## src/design/uart_rx_pkg.sv

```systemverilog
package uart_rx_pkg;

    // ########################################
    // Widths
    // ########################################

    typedef logic [7:0] byte_t;         // One received data byte
    typedef logic [3:0] tick_count_t;   // Oversampling ticks within one bit
    typedef logic [2:0] bit_count_t;    // Index of the data bit in flight
    typedef logic       chan_t;         // Source channel of an output byte

    // ########################################
    // Receiver FSM
    // ########################################

    typedef enum logic [1:0] {
        RX_IDLE,
        RX_START,
        RX_DATA,
        RX_STOP
    } rx_state_t;

    localparam int TICKS_PER_BIT  = 16;   // 16x oversampling
    localparam int START_MID_TICK = 7;    // Middle of the start bit

endpackage

```

## src/design/baud_tick_gen.sv

```systemverilog
`timescale 1ns/1ps

module baud_tick_gen #(
    parameter logic [15:0] CLKS_PER_TICK = 16'd27
) (
    input  logic i_clock,
    input  logic i_reset,
    output logic o_tick
);

    logic [15:0] count;

    // The counter wraps from zero to CLKS_PER_TICK-1 and the tick is
    // registered on the step down to zero, so the first tick lands
    // CLKS_PER_TICK clocks after reset is released.
    always_ff @(posedge i_clock) begin
        if (i_reset) begin
            count  <= '0;
            o_tick <= 1'b0;
        end else begin
            if (count == 16'd0) begin
                count <= CLKS_PER_TICK - 16'd1;
            end else begin
                count <= count - 16'd1;
            end
            o_tick <= (count == 16'd1);   // High while the count sits at zero
        end
    end

endmodule

```

## src/design/dual_uart_rx_top.sv

```systemverilog
`timescale 1ns/1ps

module dual_uart_rx_top import uart_rx_pkg::*; #(
    parameter logic [15:0] CLKS_PER_TICK = 16'd27
) (
    input  logic  i_clock,
    input  logic  i_reset,
    input  logic  i_rx0,
    input  logic  i_rx1,
    output logic  o_valid,
    output byte_t o_data,
    output chan_t o_channel,
    output logic  o_frame_error
);

    logic  s_tick;
    logic  s_done0, s_done1;
    byte_t s_data0, s_data1;
    logic  s_error0, s_error1;

    baud_tick_gen #(
        .CLKS_PER_TICK(CLKS_PER_TICK)
    ) u_tick (
        .i_clock (i_clock),
        .i_reset (i_reset),
        .o_tick  (s_tick)
    );

    // Both receivers share one tick, so they sample in lockstep
    rx_uart u_rx0 (
        .i_clock       (i_clock),
        .i_reset       (i_reset),
        .i_rx          (i_rx0),
        .i_tick        (s_tick),
        .o_done        (s_done0),
        .o_data        (s_data0),
        .o_frame_error (s_error0)
    );

    rx_uart u_rx1 (
        .i_clock       (i_clock),
        .i_reset       (i_reset),
        .i_rx          (i_rx1),
        .i_tick        (s_tick),
        .o_done        (s_done1),
        .o_data        (s_data1),
        .o_frame_error (s_error1)
    );

    rx_merge u_merge (
        .i_clock       (i_clock),
        .i_reset       (i_reset),
        .i_done0       (s_done0),
        .i_data0       (s_data0),
        .i_error0      (s_error0),
        .i_done1       (s_done1),
        .i_data1       (s_data1),
        .i_error1      (s_error1),
        .o_valid       (o_valid),
        .o_data        (o_data),
        .o_channel     (o_channel),
        .o_frame_error (o_frame_error)
    );

endmodule

```

## src/design/rx_merge.sv

```systemverilog
`timescale 1ns/1ps

module rx_merge import uart_rx_pkg::*; (
    input  logic  i_clock,
    input  logic  i_reset,
    input  logic  i_done0,
    input  byte_t i_data0,
    input  logic  i_error0,
    input  logic  i_done1,
    input  byte_t i_data1,
    input  logic  i_error1,
    output logic  o_valid,
    output byte_t o_data,
    output chan_t o_channel,
    output logic  o_frame_error
);

    logic  pending_full;
    byte_t pending_data;
    logic  pending_error;

    // ########################################
    // Control
    // ########################################

    always_ff @(posedge i_clock) begin
        if (i_reset) begin
            o_valid      <= 1'b0;
            pending_full <= 1'b0;
        end else begin
            o_valid <= i_done0 | i_done1 | pending_full;
            if (i_done0) begin
                pending_full <= i_done1;   // Channel 1 waits one cycle on a collision
            end else if (pending_full) begin
                pending_full <= i_done1;
            end
        end
    end

    // ########################################
    // Payload
    // ########################################

    always_ff @(posedge i_clock) begin
        if (i_done0) begin
            o_data        <= i_data0;
            o_frame_error <= i_error0;
            o_channel     <= chan_t'(0);
        end else if (pending_full) begin
            o_data        <= pending_data;
            o_frame_error <= pending_error;
            o_channel     <= chan_t'(1);
        end else if (i_done1) begin
            o_data        <= i_data1;
            o_frame_error <= i_error1;
            o_channel     <= chan_t'(1);
        end

        // The pending slot only fills while it is busy or channel 0 takes the output
        if (i_done1 && (i_done0 || pending_full)) begin
            pending_data  <= i_data1;
            pending_error <= i_error1;
        end
    end

endmodule

```

## src/design/rx_uart.sv

```systemverilog
`timescale 1ns/1ps

module rx_uart import uart_rx_pkg::*; (
    input  logic  i_clock,
    input  logic  i_reset,
    input  logic  i_rx,
    input  logic  i_tick,
    output logic  o_done,
    output byte_t o_data,
    output logic  o_frame_error
);

    rx_state_t   state, next_state;
    tick_count_t tick_count, next_tick_count;
    bit_count_t  bit_count, next_bit_count;
    byte_t       shift_q, next_shift;
    logic        frame_error_q, next_frame_error;

    // ########################################
    // State registers
    // ########################################

    always_ff @(posedge i_clock) begin
        if (i_reset) begin
            state         <= RX_IDLE;
            tick_count    <= '0;
            bit_count     <= '0;
            shift_q       <= '0;
            frame_error_q <= 1'b0;
        end else begin
            state         <= next_state;
            tick_count    <= next_tick_count;
            bit_count     <= next_bit_count;
            shift_q       <= next_shift;
            frame_error_q <= next_frame_error;
        end
    end

    // ########################################
    // Next state
    // ########################################

    always_comb begin
        next_state       = state;
        next_tick_count  = tick_count;
        next_bit_count   = bit_count;
        next_shift       = shift_q;
        next_frame_error = frame_error_q;
        o_done           = 1'b0;

        case (state)
            RX_IDLE: begin
                if (!i_rx) begin                // Falling edge opens a frame
                    next_state      = RX_START;
                    next_tick_count = '0;
                end
            end
            RX_START: begin
                if (i_tick) begin
                    if (tick_count == tick_count_t'(START_MID_TICK)) begin
                        next_tick_count = '0;
                        next_bit_count  = '0;
                        if (i_rx) begin
                            next_state = RX_IDLE;   // Glitch, not a real start bit
                        end else begin
                            next_state = RX_DATA;
                        end
                    end else begin
                        next_tick_count = tick_count + tick_count_t'(1);
                    end
                end
            end
            RX_DATA: begin
                if (i_tick) begin
                    if (tick_count == tick_count_t'(TICKS_PER_BIT - 1)) begin
                        next_tick_count = '0;
                        next_shift      = {i_rx, shift_q[7:1]};   // LSB arrives first
                        if (bit_count == bit_count_t'($bits(byte_t) - 1)) begin
                            next_state = RX_STOP;
                        end else begin
                            next_bit_count = bit_count + bit_count_t'(1);
                        end
                    end else begin
                        next_tick_count = tick_count + tick_count_t'(1);
                    end
                end
            end
            RX_STOP: begin
                if (i_tick) begin
                    if (tick_count == tick_count_t'(TICKS_PER_BIT - 1)) begin
                        next_state       = RX_IDLE;
                        next_frame_error = ~i_rx;   // Stop bit must be high
                        o_done           = 1'b1;
                    end else begin
                        next_tick_count = tick_count + tick_count_t'(1);
                    end
                end
            end
            default: begin
                next_state = RX_IDLE;
            end
        endcase
    end

    assign o_data = shift_q;

    // The live stop sample covers the done cycle and the register holds it after
    assign o_frame_error = o_done ? ~i_rx : frame_error_q;

endmodule

```

## config.mk

```make
export PLATFORM = sky130hd
export DESIGN_NAME = dual_uart_rx_top
export DESIGN_NICKNAME = d
export VERILOG_FILES = /design/src/design/uart_rx_pkg.sv /design/src/design/baud_tick_gen.sv /design/src/design/dual_uart_rx_top.sv /design/src/design/rx_merge.sv /design/src/design/rx_uart.sv
export SDC_FILE = /design/constraint.sdc
export NUM_CORES = 1
export LEC_CHECK = 0
export BUFFER_PORTS_ARGS = -buffer_cell sky130_fd_sc_hd__buf_4
export CAP_MARGIN = 30
export CORE_MARGIN = 4
export CORE_UTILIZATION = 35
export CTS_CLUSTER_SIZE = 20
export DETAILED_ROUTE_END_ITERATION = 7
export PLACE_DENSITY = 0.52
export SYNTH_ARGS = -nofsm -noshare
export SYNTH_HDL_FRONTEND = slang
export SYNTH_SLANG_ARGS = --single-unit
```

## constraint.sdc

```tcl
create_clock -name i_clock -period 3.8 [get_ports i_clock]
set_input_delay 0.19 -clock i_clock [delete_from_list [all_inputs] [get_ports i_clock]]
set_output_delay 0.19 -clock i_clock [all_outputs]
set_load 0.02 [all_outputs]
```

==> results of run 1 <==
## state kept, by name, summed over array words and instances (netlist names), named ones only
| signal | flops |
|---|---|
| u_merge.pending_data | 8 |
| u_tick.count | 16 |
| u_merge.o_valid | 1 |
| u_merge.pending_full | 1 |
| u_rx1.bit_count | 3 |
| u_merge.o_channel | 1 |
| u_tick.o_tick | 1 |
| u_rx0.o_data | 8 |
| u_rx1.frame_error_q | 1 |
| u_rx0.state | 1 |
| u_rx0.bit_count | 3 |
| u_rx1.state | 1 |
| u_merge.o_frame_error | 1 |
| u_rx0.tick_count | 4 |
| u_merge.pending_error | 1 |
| u_merge.o_data | 8 |
| u_rx1.o_data | 8 |
| u_rx1.tick_count | 4 |
## worst paths after layout
path,to,slack (ns),cells after the start
max,u_merge.pending_data[7]$_DFFE_PP_,1.28,4
min reg2reg,u_merge.pending_data[0]$_DFFE_PP_,0.48,0
max reg2reg,u_merge.pending_data[7]$_DFFE_PP_,1.28,4
min,u_rx0.o_data[7]$_SDFFE_PP0P_,0.13,3
## critical path, delay by kind of cell, from the launching register on
kind / cells / cell delay, ns
AND/OR/NAND/NOR: 4 / 1.57
flip-flops: 1 / 0.59
## area by class of cell
cell class	instances	area share
inverter	9	0.00924
tap	129	0.0442
sequential	73	0.449
timing repair buffer	15	0.0308
multi-input combinational	219	0.422
clock inverter	6	0.00959
clock buffer	10	0.0349
## cell usage in the layout (no fill, tap or decap), drive strengths merged, types with 9 or more instances in the layout
master,netlist,final
nand2,16,16
ha,9,9
mux2i,33,33
dfxtp,55,55
a21oi,10,10
xor2,12,12
inv,9,9
buf,13,15
nor2,51,51
clkbuf,4,10
o21ai,10,10
edfxtp,18,18
## logic make-up (layout without fill, tap and decap cells)
group / Yosys count / after routing / synth area share
AO/OA/AOI/OAI: 40 / 40 / 0.0850
XOR/XNOR: 15 / 15 / 0.0397
adder cells (fa/ha/maj): 9 / 9 / 0.0340
buffers and inverters: 26 / 40 / 0.0382
flip-flops: 73 / 73 / 0.496
multiplexers: 34 / 34 / 0.103
AND/OR/NAND/NOR: 121 / 121 / 0.204
## power by group
part	switching, mW	leakage [nW]	internal [mW]	total (mW)
sequential	0.0887	0.611	0.874	0.963
combinational	0.260	0.668	0.203	0.463
clock	0.276	0.0835	0.232	0.509
total	0.625	1.36	1.31	1.93
## layer usage
metal	wire length, um	global-route usage
met1	2910	0.145
met2	2350	0.167
met3	221	0.0423
met4	60	0.0309
met5	0	0
## through the flow
stage          total power [mW]  worst slack, ns  area [sq um]
3_3_place_gp               1.45             1.33          3490
5_1_grt                    2.08            0.987          3650
4_1_cts                    1.97             1.26          3650
6_report                   1.93             1.28          3650
3_5_place_dp               1.45             1.28          3490
2_1_floorplan              1.36             1.80          3310
==> metrics.csv, run 1 <==
metric;value;unit
outcome;finished clean;
fin_nets;340;
critPathArrivalTime;2.49;ns
grt_pass1_wl;9960;um
leakage;1.36;nW
start_util;0.358;
async_reset_ff_frac;0;
finalNonFillerCells;461;
fin_crit;2.52;ns
drtIter0Drc;89;
gr-total-overflow;0;
ys_types;58;
fmax;397;MHz
regArea;1640;sq um
crit_chain;and4_1 > and3_1 > nor2_1 > nor2_1;
wl_per_cell;12.0;um
synth_edf_count;18;
max-slew-margin-rel;0.539;
drv_cap;0;
critPathMaxStageDelay;0.59;ns
viasPerCell;4.68;
ctsLongestPathBuffers;2;
antenna_found_initial;0;
crit_path_max_fanout;20;
worstMarginPinSlew;0.690;ns
min_from;i_rx0;
ys.flop_type;dfxtp_1;
yosys-top-cells-area;dfxtp_1 (33%), edfxtp_1 (16%), mux2i_1 (10%), nor2_1 (5.8%), ha_1 (3.4%);
drc;0;
ys_seq_elements;73;
via_count;2159;
numPortBuffers;14;
syn-cell-area;3310;sq um
hold_path.class;input port to flip-flop;
cts_root_buf;clkbuf_8;
syn_to_final_growth;10.4;%
cp_common_cell;nor2_1;
yosys.area.top_type;dfxtp_1;
hpwl;3780;um
ioPinCount;15;
ir_drop;0.000345;V
antenna_cells;0;
cts_tree;built;
synth_common_cells;dfxtp_1 (55), nor2_1 (51), mux2i_1 (33);
numClockSinks;73;
cp.required;3.76;ns
ys_seq_area_frac;0.496;
syn_nets;331;
multiInputGateArea;1540;sq um
finalHoldViolCount;0;
die_h;105;um
worst_hold_slack;0.131;ns
finalCritPeriodShare;0.664;
yosysMostFrequentCell;dfxtp_1;
tns;0;ns
grt_max_degree;42;
cp-start-kind;flip-flop;
grt_use_total;0.110;
core-area;9240;sq um
synth_warnings;0;
yosysTopAreaCellShare;0.333;
clock_latency;0.33;ns
dr.pass1.iters;4;
htreeDepth;3;
setup_viol;0;
fillers;913;
routed_wl;5540;um
die-area;11100;sq um
die_width;105;um
slowest_stage;dfxtp_1;
drive_gt1_frac;0.127;
gp_congestion;0.725;
power.density;529;nW/um^2
final_core_util;0.396;
cts_buffers;9;
ant_nets;0;
cts_setup_buffers;0;
path_class;flip-flop to flip-flop;
finalMaxSlewViolations;0;
placedCellCount;445;
synthCells;318;
cts_resized;0;
num_rows;35;
rsz0062_at_grt;false;
clk_pin_slew;0.07;ns
finClkSkew;0.00648;ns
cts_hold_buf;0;
grt_pass1_vias;2144;
synth.avg_cell_area;10.4;sq um
critPathCaptureType;flip-flop;
No activity file was read; power rests on OpenSTA's default activity.
==> run 2, diff against run 1 <==
ABC_AREA = 1   (was default)
PLACE_DENSITY = 0.54   (was 0.52)
clock period = 2.1 ns   (was 3.8 ns; I/O delays follow)
==> run 2 against run 1 <==
Cell count rose by 34%; clock-buffer cell count fell by 1; maximum frequency is 39% higher; register-to-register slack got worse by 0.99 ns; largest cell class unchanged; critical endpoint is now u_merge.o_frame_error$_DFFE_PP_; die area rose by 4.1%.
==> metrics.csv, run 2 <==
metric;value;unit;change
leakage;1.77;nW;+30%
placed_area;3700;sq um;+6.0%
largest_register_ffs;16;;unchanged
ys_types;29;;-50%
cp_top_family;simple AND/OR/NAND/NOR gates;;
fin_nets;493;;+45%
outcome;finished clean;;
synth.avg_cell_area;7.50;sq um;-28%
pwr-share-seq;0.428;;-0.070
finalCritPeriodShare;0.861;;+0.197
synth_common_cells;nand2_1 (108), nor2_1 (83), dfxtp_1 (55);;
path_class;flip-flop to flip-flop;;
finalHoldViolCount;0;;unchanged
grt_use_total;0.127;;+0.0175
finalMaxSlewViolations;0;;unchanged
numPortBuffers;14;;unchanged
p_switching;1.57;mW;+150%
synth_warnings;0;;unchanged
ys.flop_type;dfxtp_1;;
core-area;9680;sq um;+4.8%
wl_per_cell;10.9;um;-9.6%
synth_top_family_by_area;simple AND/OR/NAND/NOR gates;;
ir_drop;0.000551;V;+60%
max-slew-margin-rel;0.690;;+0.151
synth_fa_ha_area_frac;0.0326;;-0.00145
grt_pass1_wl;11800;um;+19%
stdcell_area;3890;sq um;+6.3%
die-area;11500;sq um;+4.1%
sw_frac_of_total;0.390;;+0.0673
pwr-share-clk;0.256;;-0.007
hpwl;4850;um;+28%
cp_num_buf_inv;0;;unchanged
power.density;1040;nW/um^2;+96%
rsz0062_at_grt;false;;
viasPerCell;4.55;;-2.9%
fmax;553;MHz;+39%
synth_edf_count;18;;unchanged
drv_cap;0;;unchanged
grt_max_degree;29;;-31%
cp-start-kind;flip-flop;;
grt_pass1_vias;2685;;+25%
ioPinCount;15;;unchanged
via_count;2811;;+30%
clock_latency;0.35;ns;+0.02 ns
syn_nets;474;;+43%
cp.required;2.12;ns;-1.64 ns
worstMarginPinSlew;0.464;ns;-0.226 ns
drive_gt1_frac;0.107;;-0.0193
num_rows;36;;+2.9%
largest_register;u_tick.count;;
fin_crit;1.81;ns;-0.714 ns
critPathArrivalTime;1.82;ns;-0.67 ns
cts_tree;built;;
ctsLongestPathBuffers;2;;unchanged
synth_compound_area_frac;0.0955;;+0.0105
comb_power_share;0.316;;+0.077
cts_hold_buf;0;;unchanged
final_cell_mix;nand2_1 (108), nor2_1 (83), dfxtp_1 (55), inv_1 (51), nand3_1 (31);;
yosysTopAreaCellShare;0.318;;-0.0142
start_util;0.357;;-0.00119
gp_congestion;0.838;;+16%
syn-cell-area;3460;sq um;+4.5%
yosys-top-cells-area;dfxtp_1 (32%), edfxtp_1 (16%), nand2_1 (12%), nor2_1 (9.0%), inv_1 (5.5%);;
cts_resized;0;;unchanged
hold_path.class;input port to flip-flop;;
gr-total-overflow;0;;unchanged
slowest_stage;dfxtp_1;;
async_reset_ff_frac;0;;unchanged
cts_buffers;9;;unchanged
cts_setup_buffers;0;;unchanged
ys_seq_area_frac;0.475;;-0.0212
cts_root_buf;clkbuf_8;;
final_common_cell;nand2_1;;
fillers;1037;;+14%
ys_seq_elements;73;;unchanged
drtIter0Drc;120;;+35%
die_h;107;um;+2.0%
yosysMostFrequentCell;nand2_1;;
power.internal;2.46;mW;+88%
finClkSkew;0.0142;ns;+0.00772 ns
crit_chain;ha_1 > nand3_4 > nor3_4 > nor2_1 > nand2_1;;
setup_viol;0;;unchanged
drc;0;;unchanged
yosys.area_share.simple;0.318;;+0.114
final_core_util;0.401;;+0.00576
die_width;107;um;+2.0%
dr.pass1.iters;4;;unchanged
htreeDepth;3;;unchanged
tns;0;ns;unchanged
critPathMaxStageDelay;0.39;ns;-0.20 ns
clk_pin_slew;0.08;ns;about the same
ant_nets;0;;unchanged
worst_hold_slack;0.0330;ns;-0.0982 ns
yosys.area.top_type;dfxtp_1;;
synthCells;461;;+45%
numClockSinks;73;;unchanged
antenna_cells;0;;unchanged
routed_wl;6710;um;+21%
antenna_found_initial;0;;unchanged
syn_to_final_growth;12.4;%;
synthMuxAreaShare;0;;-0.103
critPathCaptureType;flip-flop;;
synthXorXnorAreaFrac;0.00507;;-0.0346
crit_path_max_fanout;9;;-55%
## run 2: changes by cell type after synthesis, sizes merged, moves of 6 or more
cell / change
nand3: +26
mux2i: -33
nor2: +37
buf: -9
o21ai: +20
a21oi: +13
a31oi: +6
xor2: -10
nand2: +93
inv: +47
## run 2: final timing paths
path / cells after the start / startpoint / to / slack, ns
setup reg to reg: 5 / u_rx0.tick_count[1]$_SDFFE_PP0P_ / u_merge.o_frame_error$_DFFE_PP_ / 0.29
hold / removal: 3 / i_rx1 / u_rx1.o_data[7]$_SDFFE_PP0P_ / 0.03
hold reg to reg: 1 / u_tick.count[0]$_SDFF_PP0_ / u_tick.count[0]$_SDFF_PP0_ / 0.45
setup / recovery: 5 / u_rx0.tick_count[1]$_SDFFE_PP0P_ / u_merge.o_frame_error$_DFFE_PP_ / 0.29
## run 2: through the flow
step	setup slack, ns	total power [mW]	cells
final	0.292	4.03	618
after global routing	0.143	4.40	618
after CTS	0.290	4.09	618
after detailed placement	0.304	3.04	602
after global placement	0.351	3.01	602
after floorplan	0.298	2.77	461
## run 2: worst reg2reg max path, delay by kind of cell (launching register included)
family        cells  cell delay [ns]
simple gates      4             0.81
flops             1             0.39
fa+ha+maj         1             0.28
## run 2: kinds of logic (layout without fill, tap and decap cells)
group	Yosys count	after routing
AOI/OAI and AO/OA	62	62
DFF	73	73
adders and majority gates	9	9
buffers and inverters	65	89
xor gates and xnor gates	2	2
and+or+nand+nor	250	250
## run 2: area by class of cell
class / instances / area [sq um] / share of cell area
well taps: 133 / 166 / 0.0428
inverters: 57 / 214 / 0.0551
repair buffers: 16 / 120 / 0.0309
flip-flops and latches: 73 / 1640 / 0.422
clock inverters: 7 / 61.3 / 0.0158
multi-input cells: 323 / 1560 / 0.401
clock buffers: 9 / 124 / 0.0319
## run 2: power groups by stage
stage / sequential (mW) / combinational [mW] / clock [mW]
final: 1.72 / 1.28 / 1.03
after detailed placement: 1.75 / 1.28 / 0
after CTS: 1.72 / 1.29 / 1.08
after global routing: 1.75 / 1.51 / 1.14
after floorplan: 1.72 / 1.05 / 0
after global placement: 1.75 / 1.27 / 0
## run 2: per-layer routing
metal	share of wire	GRT usage	wire [um]	vias to the layer above
li1	-	-	-	1524
met2	0.44	0.206	2980	39
met1	0.49	0.157	3320	1237
met4	0.020	0.0388	131	0
met3	0.042	0.0486	279	11
met5	0	0	0	-
==> run 3, diff against run 2 <==
CORE_MARGIN = 5   (was 4)
HOLD_SLACK_MARGIN = 0.1   (was default)
==> run 3 against run 2 <==
Worst setup slack improved by 0.019 ns; routed wire length about the same; hold slack improved by 0.43 ns; sequential share of layout area decreased by 0.34 points.
==> metrics.csv, run 3 (synthesized netlist as in run 2, its figures left out) <==
metric;value;unit;change
numPortBuffers;14;;unchanged
grt_use_total;0.123;;-0.00446
critPathCaptureType;flip-flop;;
crit_path_max_fanout;9;;unchanged
cp-start-kind;flip-flop;;
comb_power_share;0.318;;+0.002
via_count;2840;;+1.0%
cp.required;2.11;ns;about the same
die-area;12000;sq um;+3.8%
max-slew-margin-rel;0.648;;-0.0418
leakage;1.78;nW;+0.55%
met2_length;3140;um;+5.4%
numClockSinks;73;;unchanged
cts_root_buf;clkbuf_8;;
viasPerCell;4.57;;+0.54%
power.density;1030;nW/um^2;-0.26%
slowest_stage;dfxtp_1;;
fin_crit;1.79;ns;-0.0190 ns
crit_chain;ha_1 > nand3_4 > nor3_4 > nor2_1 > nand2_1;;
critPathMaxStageDelay;0.39;ns;about the same
ctsLongestPathBuffers;2;;unchanged
ioPinCount;15;;unchanged
drv_cap;0;;unchanged
p_switching;1.59;mW;+1.1%
finClkSkew;0.0143;ns;+0.000142 ns
finalCritPeriodShare;0.852;;-0.00903
final_common_cell;nand2_1;;
core-area;9680;sq um;unchanged
tns;0;ns;unchanged
dr.pass1.iters;4;;unchanged
antenna_found_initial;0;;unchanged
num_rows;36;;unchanged
die_h;109;um;+1.9%
gr-total-overflow;0;;unchanged
routed.top_layer;met4;;
drc;0;;unchanged
die_width;109;um;+1.9%
clk_pin_slew;0.09;ns;about the same
wl_per_cell;10.8;um;-0.42%
ant_nets;0;;unchanged
drtIter0Drc;100;;-17%
hpwl;4900;um;+1.0%
outcome;finished clean;;
largest_register;u_tick.count;;
sw_frac_of_total;0.393;;+0.00222
rsz0062_at_grt;false;;
finalHoldViolCount;0;;unchanged
htreeDepth;3;;unchanged
setup_viol;0;;unchanged
routed_wl;6710;um;about the same
met1Wirelength;3350;um;+0.90%
hold_path.class;flip-flop to flip-flop;;
power.internal;2.46;mW;+0.18%
grt_max_degree;29;;unchanged
final_cell_mix;nand2_1 (108), nor2_1 (83), dfxtp_1 (55), inv_1 (51), nand3_1 (31);;
pwr-share-seq;0.425;;-0.003
cts_tree;built;;
drive_gt1_frac;0.107;;-0.000659
fillers;1024;;-1.3%
final_core_util;0.405;;+0.00323
fmax;559;MHz;+1.1%
largest_register_ffs;16;;unchanged
cts_buffers;9;;unchanged
pwr-share-clk;0.257;;about the same
routed-wl-met3;160;um;-43%
start_util;0.357;;unchanged
grt_pass1_vias;2633;;-1.9%
critPathArrivalTime;1.80;ns;-0.02 ns
fin_nets;496;;+0.61%
gp_congestion;0.815;;-2.8%
clock_latency;0.35;ns;about the same
path_class;flip-flop to flip-flop;;
placedCellCount;602;;unchanged
finalMaxSlewViolations;0;;unchanged
cts_setup_buffers;0;;unchanged
worstMarginPinSlew;0.526;ns;+0.0625 ns
antenna_cells;0;;unchanged
syn_to_final_growth;13.3;%;
grt_pass1_wl;11700;um;-1.0%
ir_drop;0.000628;V;+14%
finalNonFillerCells;621;;+0.49%
-- run 3: final timing paths --
kind	startpoint	to	slack, ns	cells past startpoint
worst max-delay path	u_rx0.tick_count[0]$_SDFFE_PP0P_	u_merge.o_frame_error$_DFFE_PP_	0.31	5
worst min-delay path	u_tick.count[0]$_SDFF_PP0_	u_tick.count[0]$_SDFF_PP0_	0.46	1
worst max register to register	u_rx0.tick_count[0]$_SDFFE_PP0P_	u_merge.o_frame_error$_DFFE_PP_	0.31	5
worst min register to register	u_tick.count[0]$_SDFF_PP0_	u_tick.count[0]$_SDFF_PP0_	0.46	1
-- run 3: timing repair --
action / CTS / global route
gates resized for setup: 0 / 0
hold endpoints to repair: 16 / 0
hold buffers: 3 / 0
-- run 3: metal layers --
metal  up-vias  track usage
met5         -            0
met4         0       0.0347
met3         4       0.0405
met2        25        0.209
met1      1272        0.148
li1       1539            -
-- run 3: cell type report --
| cell class | count | area (sq um) | area share |
|---|---|---|---|
| multi-input combinational | 323 | 1560 | 0.398 |
| inverter | 57 | 214 | 0.0546 |
| clock inverter | 7 | 62.6 | 0.0160 |
| sequential | 73 | 1640 | 0.419 |
| clock buffer | 9 | 124 | 0.0316 |
| timing repair buffer | 19 | 150 | 0.0383 |
| tap | 133 | 166 | 0.0425 |
-- run 3: worst max-delay path, delay by kind of cell (launching register included) --
family / cells / cell delay [ns]
and+or+nand+nor: 4 / 0.79
DFF: 1 / 0.39
adders and majority gates: 1 / 0.28
-- run 3: per-stage QoR --
step / hold slack [ns] / power [mW] / instance area [sq um] / worst slack [ns]
final: 0.460 / 4.05 / 3920 / 0.311
after global routing: 0.489 / 4.42 / 3920 / 0.136
after global placement: 0.384 / 3.01 / 3700 / 0.355
after CTS: 0.468 / 4.10 / 3920 / 0.272
after detailed placement: 0.388 / 3.04 / 3700 / 0.290
after floorplan: 0.240 / 2.77 / 3460 / 0.298
-- run 3: power groups by stage --
stage               combinational, mW  sequential [mW]  clock (mW)
floorplan                        1.05             1.72           0
global placement                 1.27             1.75           0
detailed placement               1.29             1.75           0
CTS                              1.30             1.72        1.08
global route                     1.52             1.75        1.15
finish                           1.29             1.72        1.04
